--- src/logic/core_settings.svh ---
`ifndef CORE_SETTINGS_SVH
`define CORE_SETTINGS_SVH

// ******************************
// Core widths
// ******************************

`define XLEN       32 // Operand, immediate, pc and result width
`define REG_ADDR_W 5  // Register address width

`endif
--- src/logic/corePkg.sv ---
`include "core_settings.svh"

package corePkg;

	// ******************************
	// Instruction formats
	// ******************************

	typedef struct packed {
		logic [6:0]             funct7;
		logic [`REG_ADDR_W-1:0] rs2;
		logic [`REG_ADDR_W-1:0] rs1;
		logic [2:0]             funct3;
		logic [`REG_ADDR_W-1:0] rd;
		logic [6:0]             opcode;
	} rFmtS;

	typedef struct packed {
		logic [11:0]            imm11to0;
		logic [`REG_ADDR_W-1:0] rs1;
		logic [2:0]             funct3;
		logic [`REG_ADDR_W-1:0] rd;
		logic [6:0]             opcode;
	} iFmtS;

	typedef struct packed {
		logic [6:0]             imm11to5;
		logic [`REG_ADDR_W-1:0] rs2;
		logic [`REG_ADDR_W-1:0] rs1;
		logic [2:0]             funct3;
		logic [4:0]             imm4to0;
		logic [6:0]             opcode;
	} sFmtS;

	typedef struct packed {
		logic                   imm12;
		logic [5:0]             imm10to5;
		logic [`REG_ADDR_W-1:0] rs2;
		logic [`REG_ADDR_W-1:0] rs1;
		logic [2:0]             funct3;
		logic [3:0]             imm4to1;
		logic                   imm11;
		logic [6:0]             opcode;
	} bFmtS;

	typedef struct packed {
		logic [19:0]            imm31to12;
		logic [`REG_ADDR_W-1:0] rd;
		logic [6:0]             opcode;
	} uFmtS;

	typedef struct packed {
		logic                   imm20;
		logic [9:0]             imm10to1;
		logic                   imm11;
		logic [7:0]             imm19to12;
		logic [`REG_ADDR_W-1:0] rd;
		logic [6:0]             opcode;
	} jFmtS;

	typedef union packed {
		rFmtS rFmt;
		iFmtS iFmt;
		sFmtS sFmt;
		bFmtS bFmt;
		uFmtS uFmt;
		jFmtS jFmt;
	} instrU;

	// ******************************
	// Control encodings
	// ******************************

	typedef enum logic [3:0] {Add, Sub, Sll, Slt, Sltu, Xor, Srl, Sra, Or, And, PassB} aluOp;
	typedef enum logic [1:0] {FromRs1, FromPc, FromZero} opASel;
	typedef enum logic {FromRs2, FromImm} opBSel;
	typedef enum logic [1:0] {WbAlu, WbPcPlus4, WbMem} wbSel;
	typedef enum logic [1:0] {PcNext, PcBranch, PcJal, PcJalr} pcSel;

	typedef struct packed {
		logic [`XLEN-1:0]       pc;
		logic [`XLEN-1:0]       pcPlus4;
		logic [`XLEN-1:0]       rs1Val;
		logic [`XLEN-1:0]       rs2Val;
		logic [`XLEN-1:0]       imm;
		logic [2:0]             funct3;
		logic [`REG_ADDR_W-1:0] rs1Addr;
		logic [`REG_ADDR_W-1:0] rs2Addr;
		logic [`REG_ADDR_W-1:0] rd;
		aluOp                   aluCtl;
		opASel                  opA;
		opBSel                  opB;
		wbSel                   wb;
		pcSel                   pcKind;
		logic                   regWrite;
		logic                   memRead;
		logic                   memWrite;
	} decodeBundle; // All zero is a bubble

	typedef struct packed {
		logic [`XLEN-1:0]       writeData;
		logic [`XLEN-1:0]       memAddr;
		logic [`XLEN-1:0]       storeData;
		logic [`REG_ADDR_W-1:0] rd;
		logic                   regWrite;
		logic                   memRead;
		logic                   memWrite;
		logic                   redirect;
		logic [`XLEN-1:0]       target;
	} execResult;

endpackage

--- src/logic/decodeExecuteTop.sv ---
`timescale 1ns/10ps
`include "core_settings.svh"

module decodeExecuteTop (
	input  logic               clk,
	input  logic               arstN,
	input  logic               flushE,
	input  corePkg::instrU     instr,
	input  logic [`XLEN-1:0]   pc,
	input  logic [`XLEN-1:0]   rs1Val,
	input  logic [`XLEN-1:0]   rs2Val,
	output corePkg::execResult execOut
);

	corePkg::decodeBundle bundleD; // Decode stage
	corePkg::decodeBundle bundleE; // Execute stage

	instrDecoder uDecoder (
		.instr   (instr),
		.pc      (pc),
		.rs1Val  (rs1Val),
		.rs2Val  (rs2Val),
		.bundleD (bundleD)
	);

	decodeExecuteReg uDeReg (
		.clk     (clk),
		.arstN   (arstN),
		.flushE  (flushE),
		.bundleD (bundleD),
		.bundleE (bundleE)
	);

	executeUnit uExecute (
		.bundleE (bundleE),
		.execOut (execOut)
	);

endmodule

--- src/logic/executeUnit.sv ---
`timescale 1ns/10ps
`include "core_settings.svh"

module executeUnit (
	input  corePkg::decodeBundle bundleE,
	output corePkg::execResult   execOut
);

	logic [`XLEN-1:0] srcA;
	logic [`XLEN-1:0] srcB;
	logic [`XLEN-1:0] aluRes;
	logic [4:0]       shamt;
	logic             taken;

	// ******************************
	// Operand select and ALU
	// ******************************

	always_comb begin
		case (bundleE.opA)
			corePkg::FromPc:   srcA = bundleE.pc;
			corePkg::FromZero: srcA = '0;
			default:           srcA = bundleE.rs1Val;
		endcase
	end

	assign srcB  = (bundleE.opB == corePkg::FromImm) ? bundleE.imm : bundleE.rs2Val;
	assign shamt = srcB[4:0];

	always_comb begin
		case (bundleE.aluCtl)
			corePkg::Add:   aluRes = srcA + srcB;
			corePkg::Sub:   aluRes = srcA - srcB;
			corePkg::Sll:   aluRes = srcA << shamt;
			corePkg::Slt:   aluRes = {{(`XLEN-1){1'b0}}, $signed(srcA) < $signed(srcB)};
			corePkg::Sltu:  aluRes = {{(`XLEN-1){1'b0}}, srcA < srcB};
			corePkg::Xor:   aluRes = srcA ^ srcB;
			corePkg::Srl:   aluRes = srcA >> shamt;
			corePkg::Sra:   aluRes = $signed(srcA) >>> shamt;
			corePkg::Or:    aluRes = srcA | srcB;
			corePkg::And:   aluRes = srcA & srcB;
			corePkg::PassB: aluRes = srcB;
			default:        aluRes = '0;
		endcase
	end

	// ******************************
	// Branch compare and redirect
	// ******************************

	always_comb begin
		case (bundleE.funct3)
			3'b000:  taken = bundleE.rs1Val == bundleE.rs2Val;
			3'b001:  taken = bundleE.rs1Val != bundleE.rs2Val;
			3'b100:  taken = $signed(bundleE.rs1Val) < $signed(bundleE.rs2Val);
			3'b101:  taken = $signed(bundleE.rs1Val) >= $signed(bundleE.rs2Val);
			3'b110:  taken = bundleE.rs1Val < bundleE.rs2Val;
			3'b111:  taken = bundleE.rs1Val >= bundleE.rs2Val;
			default: taken = 1'b0;
		endcase
	end

	always_comb begin
		case (bundleE.pcKind)
			corePkg::PcBranch: execOut.redirect = taken;
			corePkg::PcJal:    execOut.redirect = 1'b1;
			corePkg::PcJalr:   execOut.redirect = 1'b1;
			default:           execOut.redirect = 1'b0;
		endcase
	end

	// ALU holds pc+imm or rs1+imm for every control transfer
	assign execOut.target = (bundleE.pcKind == corePkg::PcJalr) ? {aluRes[`XLEN-1:1], 1'b0} :
		aluRes;

	// ******************************
	// Write-back and memory
	// ******************************

	assign execOut.writeData = (bundleE.wb == corePkg::WbPcPlus4) ? bundleE.pcPlus4 : aluRes;
	assign execOut.memAddr   = aluRes;
	assign execOut.storeData = bundleE.rs2Val;
	assign execOut.rd        = bundleE.rd;
	assign execOut.regWrite  = bundleE.regWrite;
	assign execOut.memRead   = bundleE.memRead;
	assign execOut.memWrite  = bundleE.memWrite;

endmodule

--- src/logic/decodeExecuteReg.sv ---
`timescale 1ns/10ps

module decodeExecuteReg (
	input  logic                 clk,
	input  logic                 arstN,
	input  logic                 flushE,
	input  corePkg::decodeBundle bundleD,
	output corePkg::decodeBundle bundleE
);

	// ******************************
	// Decode to execute register
	// ******************************

	always_ff @(posedge clk or negedge arstN) begin
		if (!arstN) begin
			bundleE <= '0; // Bubble while in reset
		end else if (flushE) begin
			bundleE <= '0; // Flush squashes the entry
		end else begin
			bundleE <= bundleD;
		end
	end

endmodule

--- src/logic/instrDecoder.sv ---
`timescale 1ns/10ps
`include "core_settings.svh"

module instrDecoder (
	input  corePkg::instrU       instr,
	input  logic [`XLEN-1:0]     pc,
	input  logic [`XLEN-1:0]     rs1Val,
	input  logic [`XLEN-1:0]     rs2Val,
	output corePkg::decodeBundle bundleD
);

	localparam logic [6:0] OpcOp     = 7'b0110011;
	localparam logic [6:0] OpcOpImm  = 7'b0010011;
	localparam logic [6:0] OpcLui    = 7'b0110111;
	localparam logic [6:0] OpcAuipc  = 7'b0010111;
	localparam logic [6:0] OpcJal    = 7'b1101111;
	localparam logic [6:0] OpcJalr   = 7'b1100111;
	localparam logic [6:0] OpcBranch = 7'b1100011;
	localparam logic [6:0] OpcLoad   = 7'b0000011;
	localparam logic [6:0] OpcStore  = 7'b0100011;

	// Bit 30 selects sub and sra, only for register ops when funct3 is 000
	function automatic corePkg::aluOp aluFromFunct(input logic [2:0] f3, input logic alt,
		input logic isReg);
		case (f3)
			3'b000:  return (alt && isReg) ? corePkg::Sub : corePkg::Add;
			3'b001:  return corePkg::Sll;
			3'b010:  return corePkg::Slt;
			3'b011:  return corePkg::Sltu;
			3'b100:  return corePkg::Xor;
			3'b101:  return alt ? corePkg::Sra : corePkg::Srl;
			3'b110:  return corePkg::Or;
			default: return corePkg::And;
		endcase
	endfunction

	logic [`XLEN-1:0] immI;
	logic [`XLEN-1:0] immS;
	logic [`XLEN-1:0] immB;
	logic [`XLEN-1:0] immU;
	logic [`XLEN-1:0] immJ;
	logic             legal;

	// ******************************
	// Immediate assembly
	// ******************************

	assign immI = {{(`XLEN-12){instr.iFmt.imm11to0[11]}}, instr.iFmt.imm11to0};
	assign immS = {{(`XLEN-12){instr.sFmt.imm11to5[6]}}, instr.sFmt.imm11to5,
		instr.sFmt.imm4to0};
	assign immB = {{(`XLEN-12){instr.bFmt.imm12}}, instr.bFmt.imm11, instr.bFmt.imm10to5,
		instr.bFmt.imm4to1, 1'b0};
	assign immU = {instr.uFmt.imm31to12, 12'b0};
	assign immJ = {{(`XLEN-20){instr.jFmt.imm20}}, instr.jFmt.imm19to12, instr.jFmt.imm11,
		instr.jFmt.imm10to1, 1'b0};

	// ******************************
	// Control decode
	// ******************************

	always_comb begin
		bundleD = '0;
		legal   = 1'b1;
		case (instr.rFmt.opcode)
			OpcOp: begin
				bundleD.aluCtl   = aluFromFunct(instr.rFmt.funct3, instr.rFmt.funct7[5], 1'b1);
				bundleD.rs1Addr  = instr.rFmt.rs1;
				bundleD.rs2Addr  = instr.rFmt.rs2;
				bundleD.rd       = instr.rFmt.rd;
				bundleD.regWrite = 1'b1;
			end
			OpcOpImm: begin
				bundleD.aluCtl   = aluFromFunct(instr.iFmt.funct3, instr.iFmt.imm11to0[10], 1'b0);
				bundleD.opB      = corePkg::FromImm;
				bundleD.imm      = immI; // Low five bits are the shift amount
				bundleD.rs1Addr  = instr.iFmt.rs1;
				bundleD.rd       = instr.iFmt.rd;
				bundleD.regWrite = 1'b1;
			end
			OpcLui, OpcAuipc: begin
				bundleD.aluCtl   = instr.uFmt.opcode[5] ? corePkg::PassB : corePkg::Add;
				bundleD.opA      = instr.uFmt.opcode[5] ? corePkg::FromZero : corePkg::FromPc;
				bundleD.opB      = corePkg::FromImm;
				bundleD.imm      = immU;
				bundleD.rd       = instr.uFmt.rd;
				bundleD.regWrite = 1'b1;
			end
			OpcJal, OpcJalr: begin
				bundleD.opB      = corePkg::FromImm; // ALU forms the target
				bundleD.wb       = corePkg::WbPcPlus4;
				bundleD.rd       = instr.jFmt.rd;
				bundleD.regWrite = 1'b1;
				if (instr.jFmt.opcode[3]) begin
					bundleD.opA    = corePkg::FromPc;
					bundleD.imm    = immJ;
					bundleD.pcKind = corePkg::PcJal;
				end else begin
					bundleD.imm     = immI;
					bundleD.rs1Addr = instr.iFmt.rs1;
					bundleD.pcKind  = corePkg::PcJalr;
				end
			end
			OpcBranch: begin
				bundleD.opA     = corePkg::FromPc;
				bundleD.opB     = corePkg::FromImm;
				bundleD.imm     = immB;
				bundleD.rs1Addr = instr.bFmt.rs1;
				bundleD.rs2Addr = instr.bFmt.rs2;
				bundleD.pcKind  = corePkg::PcBranch;
			end
			OpcLoad: begin
				bundleD.opB      = corePkg::FromImm;
				bundleD.imm      = immI;
				bundleD.wb       = corePkg::WbMem;
				bundleD.rs1Addr  = instr.iFmt.rs1;
				bundleD.rd       = instr.iFmt.rd;
				bundleD.regWrite = 1'b1;
				bundleD.memRead  = 1'b1;
			end
			OpcStore: begin
				bundleD.opB      = corePkg::FromImm;
				bundleD.imm      = immS;
				bundleD.rs1Addr  = instr.sFmt.rs1;
				bundleD.rs2Addr  = instr.sFmt.rs2;
				bundleD.memWrite = 1'b1;
			end
			default: legal = 1'b0; // Unknown opcode stays a bubble
		endcase
		if (legal) begin
			bundleD.pc      = pc;
			bundleD.pcPlus4 = pc + `XLEN'd4;
			bundleD.rs1Val  = rs1Val;
			bundleD.rs2Val  = rs2Val;
			bundleD.funct3  = instr.rFmt.funct3;
		end
	end

endmodule

--- config.mk ---
export PLATFORM = sky130hd
export DESIGN_NAME = decodeExecuteTop
export DESIGN_NICKNAME = d
export VERILOG_FILES = /design/src/logic/corePkg.sv /design/src/logic/decodeExecuteTop.sv /design/src/logic/executeUnit.sv /design/src/logic/decodeExecuteReg.sv /design/src/logic/instrDecoder.sv
export VERILOG_INCLUDE_DIRS = /design/src /design/src/logic
export SDC_FILE = /design/constraint.sdc
export NUM_CORES = 1
export LEC_CHECK = 0
export BUFFER_PORTS_ARGS = -buffer_cell sky130_fd_sc_hd__buf_2
export CAP_MARGIN = 20
export CORE_MARGIN = 2
export CORE_UTILIZATION = 55
export CTS_CLUSTER_SIZE = 40
export DETAILED_ROUTE_END_ITERATION = 12
export GPL_TIMING_DRIVEN = 0
export PLACE_DENSITY = 0.79
export SLEW_MARGIN = 20
export SYNTH_ARGS = -nofsm -noshare
export SYNTH_HDL_FRONTEND = slang
export SYNTH_HIERARCHICAL = 1
export SYNTH_SLANG_ARGS = --single-unit
--- constraint.sdc ---
create_clock -name clk -period 5.7 [get_ports clk]
set_input_delay 1.14 -clock clk [delete_from_list [all_inputs] [get_ports clk]]
set_output_delay 1.14 -clock clk [all_outputs]
set_load 0.05 [all_outputs]
==> results of run 1 <==
==> layer usage <==
metal	GRT usage, %	GRT overflow
met4	72.1	13
met3	57.8	1
met2	91.8	18
met5	24.6	0
met1	75.6	0
==> through the flow <==
stage	util [%]	setup WS, ns	cell area [um^2]	setup TNS (ns)
3_5_place_dp	61.8	-2.09	22700	-126.96
3_3_place_gp	61.6	-3.40	22600	-179.75
2_1_floorplan	-	-0.152	20700	-0.271
4_1_cts	71.9	-0.434	26400	-6.59
==> timing repair <==
item / 4_1_cts
buffers inserted: 105
resized for setup: 535
pin swaps: 75
setup endpoints to repair: 95
cloned: 1
==> summary.md, run 1 <==
| Metric | Value |
|---|---|
| Synth Instances | `2607` |
| Placed cell count | `3342` |
| Status | `aborted with a tool error` |
| Synthesis Warnings | `6` |
| DIE WIDTH | `197 um` |
| Syn_nets | `2878` |
| # IOs | `268` |
| Die height | `197 um` |
| DP HPWL | `86300 um` |
| Clock root cell | `clkbuf_16` |
| H-tree levels | `4` |
| CTS buffer count | `17` |
| Synthesized area per cell | `7.87 um^2` |
| Max clock buf depth | `2` |
| Starting Density | `55.9%` |
| Worst_ep grt | `execOut[125]` |
| RePlAce Congestion | `1.22` |
| Stage reached | `5_1_grt` |
| Port Buffers | `264` |
| WEP type | `top-level output` |
| Largest net degree at the start of global routing | `110` |
| Total gr overflow | `32` |
| Post-Syn Area | `20500 um^2` |
| Tool error message | `[ERROR GRT-0232] Routing congestion too high. Check the congestion heatmap in the GUI.` |
| # rows | `70` |
| CTS Hold Bufs | `0` |
| Total GRT Usage | `74.4%` |
==> inputs of run 2 (changes only) <==
Settings changed: CORE_UTILIZATION 55 to 40, CTS_CLUSTER_SIZE 40 to default, PLACE_DENSITY 0.79 to default, PLACE_DENSITY_LB_ADDON from default to 0.15.
Clock period 5.7 ns to 7.4 ns, I/O delays scaled along.
==> run 2 against run 1 <==
  * The flow now finishes, with violations (negative setup slack)
  * Area after synthesis unchanged
  * Synthesized cell count unchanged
==> summary.md, run 2 <==
| Metric | Value |
|---|---|
| Status | `finished with violations` |
| Failing checks | `negative setup slack` |
| Via count | `23324` |
| Synthesis Warnings | `6` |
| # IOs | `268` |
| Switching share of power | `32.4%` |
| DR iter-0 viols | `3353` |
| Max clock buf depth | `2` |
| Setup crit end kind | `output port` |
| Final wirelength | `117000 um` |
| Peak VDD IR | `0.153 mV` |
| Fin crit share | `101%` |
| First-pass DRT Iterations | `6` |
| Initial antenna violation count | `5` |
| Placed cell count | `3557` |
| H-tree levels | `4` |
| Core area | `51000 um^2` |
| Syn_nets | `2878` |
| Largest reg by FF count | `uDeReg/bundleE` |
| DP HPWL | `96400 um` |
| First-pass GRT wire length | `163000 um` |
| Max-slew headroom | `7.04%` |
| Max-Cap Viols | `0` |
| Max Fclk | `0.133 GHz` |
| Port Buffers | `264` |
| Finished Layout Cells | `3595` |
| Top flop regs | `uDeReg/bundleE: 182 flops` |
| Switch Pwr | `836 uW` |
| Clock share of power | `37.2%` |
| Final setup viols | `3` |
| Die area | `53100 um^2` |
| Post-route ant nets | `0` |
| Post-route cell area | `24000 um^2` |
| Final hold violations | `0` |
| Commonest non-fill, non-tap cell in the layout | `buf_2` |
| Crit path max fanout | `10` |
| Total gr overflow | `0` |
| Commonest non-fill, non-tap cells in the layout | `buf_2 (293), nor2_1 (210), nor2b_1 (205)` |
| CTS buffer count | `17` |
| Clock root cell | `clkbuf_16` |
| Final Net Count | `3170` |
| Dpl ws | `-1.89 ns` |
| CTS tree | `built` |
| Number of global-route vias before repair | `21735` |
| CP arrival | `6.02 ns` |
| Layout Utilization | `47.1%` |
| Layout area overhead | `17.1%` |
| Synth Instances | `2607` |
| Die height | `231 um` |
| Vias/cell | `6.49` |
| Synthesized area per cell | `7.87 um^2` |
| Design Power | `2.58 mW` |
| Setup CP Type | `reg2out` |
| Largest register FFs | `182` |
| CTS Hold Bufs | `0` |
| Seq pwr share | `39.5%` |
| P_leak | `11.2 nW` |
| # DRC | `0` |
| Avg WL per Cell | `32.7 um` |
| RePlAce Congestion | `1.09` |
| PD cells | `107 nW/um^2` |
| Clock slew seen by the registers of the worst setup and hold paths | `0.07 ns` |
| Cell Area, Placed | `22800 um^2` |
| Hold Path Class | `in2async` |
| Fin worst setup slack | `-0.102 ns` |
| P_int | `1.74 mW` |
| Crit path time final | `7.50 ns` |
| Total GRT Usage | `43.1%` |
| Worst Tran Pin Value | `1.39 ns` |
| Post-Syn Area | `20500 um^2` |
| Max-slew violations | `0` |
| DIE WIDTH | `231 um` |
| # rows | `83` |
| Starting Density | `40.2%` |
| Worst endpoint required time | `5.92 ns` |
| Comb pwr share | `23.3%` |
| Clock sink total | `182` |
| RSZ-0062 raised after global routing | `yes` |
| Largest net degree at the start of global routing | `105` |
| CP Launch Type | `flip-flop` |
| Share of post-route cells with drive strength above 1 | `21.4%` |
[run 2: critical path, stage by stage (launching register included)]
cell	delay, ns
dfrtp_1	0.36
inv_1	0.05
ha_2	0.29
nand2b_1	0.15
clkbuf_1	0.25
o21ai_1	0.90
inv_1	0.38
a22oi_1	0.53
o221ai_2	0.48
a222oi_1	0.71
a21oi_1	0.14
o21ai_0	0.40
a21o_1	0.42
mux2_2	0.23
buf_2	0.25
[run 2: metrics by stage]
stage	hold slack, ns	TNS, ns
after floorplan	1.18	0
after global placement	1.80	-119.07
after detailed placement	1.50	-83.27
after CTS	1.02	0
after global routing	1.05	-0.0720
final	0.979	-0.157
[run 2: area by class of cell]
type	instances	area [um^2]
Timing Repair Buffer	281	1530
Buffer	248	1410
Tap cell	680	851
Fill cell	5025	27000
Clock buffer	18	429
Sequential cell	182	4550
Multi-Input combinational cell	2026	14500
Inverter	143	537
Clock inverter	14	190
Antenna cell	3	7.51
[run 2: what timing repair did]
| item | 4_1_cts | 5_1_grt |
|---|---|---|
| pin swaps | 6 | 7 |
| setup buffers | 9 | 2 |
| endpoints found under the setup margin | 93 | 55 |
| gates resized for setup | 80 | 59 |
[run 2: power by group through the flow]
stage | Sequential [mW] | Clock [mW] | Combinational (mW)
4_1_cts | 1.02 | 0.973 | 0.571
6_report | 1.02 | 0.960 | 0.601
3_5_place_dp | 1.04 | 0 | 0.553
5_1_grt | 1.02 | 1.01 | 0.628
3_3_place_gp | 1.04 | 0 | 0.544
2_1_floorplan | 1.03 | 0 | 0.330
[run 2: worst paths after layout]
path                                        startpoint                       endpoint  cells after the start
worst max-delay path       uDeReg/bundleE[9]$_DFF_PN0_                   execOut[121]                     14
worst min-delay path                             arstN    uDeReg/bundleE[0]$_DFF_PN0_                      1
min in group clk                            rs2Val[13]   uDeReg/bundleE[77]$_DFF_PN0_                      3
max in group asynchronous                        arstN  uDeReg/bundleE[160]$_DFF_PN0_                      2
[run 2: layer usage]
metal	GRT usage, %	routed length (um)
met1	55.0	45700
met2	65.5	50800
met3	8.99	11500
met4	29.5	9430
met5	0	12
Power figures use the tool's default switching activity.
==> inputs of run 3 (changes only) <==
Settings changed: CORE_MARGIN 2 to default.
==> run 3 against run 2 <==
  * The run still ends with negative setup slack left
  * Fmax rose by 0.45%
  * Final cell count about the same
  * Largest cell class unchanged
  * Sequential power barely moved
  * Sequential share of layout area barely moved
  * Via count up 0.84%
  * Flip-flop and latch count did not move
  * Clock-buffer cell count decreased by 1
==> summary.md, run 3 (same netlist as run 2, synthesis figures left out) <==
| Metric | Value |
|---|---|
| Largest reg by FF count | `uDeReg/bundleE` |
| Crit path max fanout | `10` |
| Max-slew violations | `0` |
| CTS tree | `built` |
| Status | `finished with violations` |
| Hold WS | `0.967 ns` |
| CTS buffer count | `17` |
| Peak VDD IR | `0.137 mV` |
| Final wirelength | `118000 um` |
| Setup CP Type | `reg2out` |
| Die height | `229 um` |
| Max-Cap Viols | `0` |
| Via count | `23520` |
| Clock root cell | `clkbuf_16` |
| Commonest non-fill, non-tap cells in the layout | `buf_2 (299), nor2_1 (210), nor2b_1 (205)` |
| P_leak | `11.2 nW` |
| RePlAce Congestion | `1.11` |
| H-tree levels | `4` |
| Initial antenna violation count | `3` |
| RSZ-0062 raised after global routing | `yes` |
| Max Fclk | `0.134 GHz` |
| Max clock buf depth | `2` |
| Layout area overhead | `16.9%` |
| Share of post-route cells with drive strength above 1 | `21.3%` |
| Total gr overflow | `0` |
| CP arrival | `5.99 ns` |
| First-pass GRT wire length | `164000 um` |
| Largest net degree at the start of global routing | `104` |
| # rows | `82` |
| CP Launch Type | `flip-flop` |
| DIE WIDTH | `229 um` |
| Core area | `50400 um^2` |
| Final Net Count | `3177` |
| Largest register FFs | `182` |
| Clock sink total | `182` |
| Fin crit share | `101%` |
| Max-slew headroom | `10.7%` |
| First-pass DRT Iterations | `10` |
| Failing checks | `negative setup slack` |
| # IOs | `268` |
| Total GRT Usage | `44.1%` |
| Fillcell total | `4956` |
| DP HPWL | `97000 um` |
| Vias/cell | `6.55` |
| Commonest non-fill, non-tap cell in the layout | `buf_2` |
| Setup crit end kind | `output port` |
| Hold Path Class | `in2async` |
| Final setup viols | `1` |
| Worst endpoint required time | `5.92 ns` |
| Fin worst setup slack | `-0.0688 ns` |
| Post-route ant nets | `0` |
| Crit path time final | `7.47 ns` |
| # DRC | `0` |
| Port Buffers | `264` |
| Final hold violations | `0` |
| Die area | `52200 um^2` |
| Dpl ws | `-2.11 ns` |
| Worst Tran Pin Value | `1.33 ns` |
| Number of global-route vias before repair | `21840` |
| Avg WL per Cell | `32.9 um` |
| DR iter-0 viols | `3944` |
| Starting Density | `40.7%` |
| Setup TNS | `-0.0688 ns` |
| PD cells | `108 nW/um^2` |
| Clock slew seen by the registers of the worst setup and hold paths | `0.09 ns` |
| Top flop regs | `uDeReg/bundleE: 182 flops` |
[run 3: changes by cell type in the layout (fill, tap and decap cells not counted), moves of 3 or more]
cell,before,now
buf_2,293,299
bufinv_16,3,0
buf_4,92,100
o21ai_0,125,128
inv_12,0,4
o21ai_1,9,6
clkinv_8,0,5
[run 3: through the flow]
step / power (mW) / std cells / util (%) / cell area [um^2]
2_1_floorplan: 1.36 / 2607 / - / 20500
3_3_place_gp: 1.58 / 3543 / 45.0 / 22700
3_5_place_dp: 1.59 / 3549 / 45.3 / 22800
4_1_cts: 2.56 / 3589 / 47.3 / 23800
5_1_grt: 2.65 / 3591 / 47.6 / 24000
6_report: 2.58 / 3592 / 47.6 / 24000
[run 3: power by group]
part	switching, mW	internal, mW
Combinational	0.406	0.195
Sequential	0.0126	1.00
Clock	0.489	0.472
Total	0.908	1.67
[run 3: worst max-delay path, cell delays in order (launching register included)]
cell      delay, ns
dfrtp_1        0.37
ha_1           0.36
nor2b_1        0.13
buf_2          0.20
buf_4          0.21
a22o_1         0.47
ha_1           0.40
clkbuf_1       0.28
nand2_1        0.11
o21ai_0        0.08
a221oi_1       0.61
o311ai_0       0.29
nor3_1         0.71
nand4_1        0.60
mux2_2         0.48
buf_2          0.21
[run 3: per-layer routing]
layer | up-vias | GRT usage (%) | wire [um]
met5 | - | 0 | 10
met4 | 2 | 27.9 | 9310
met3 | 398 | 10.3 | 13400
met2 | 1794 | 65.8 | 49800
met1 | 11402 | 57.3 | 45600
li1 | 9924 | - | -
[run 3: final timing paths]
| kind | start | to | slack (ns) | cells after the start |
|---|---|---|---|---|
| worst max-delay path | uDeReg/bundleE[8]$_DFF_PN0_ | execOut[124] | -0.07 | 15 |
| max in group asynchronous | arstN | uDeReg/bundleE[135]$_DFF_PN0_ | 5.48 | 2 |
| min in group clk | rs2Val[13] | uDeReg/bundleE[77]$_DFF_PN0_ | 1.32 | 3 |
| worst min-delay path | arstN | uDeReg/bundleE[66]$_DFF_PN0_ | 0.97 | 1 |
[run 3: repair_timing]
action | 4_1_cts | 5_1_grt
pin swaps | 6 | 8
hold buffers | 0 | 0
setup buffers | 14 | 4
setup endpoints to repair | 93 | 49
gates resized for setup | 70 | 63
[run 3: area by class of cell]
cell class,count,area (um^2),share of cell area [%]
diodes,1,2.50,0.0104
plain buffers,248,1430,5.94
clock buffers,17,425,1.77
clock inverters,15,209,0.871
inverters,143,541,2.25
multi-input cells,2026,14400,60.2
flip-flops and latches,182,4550,19.0
well taps,672,841,3.50
repair buffers,288,1550,6.44
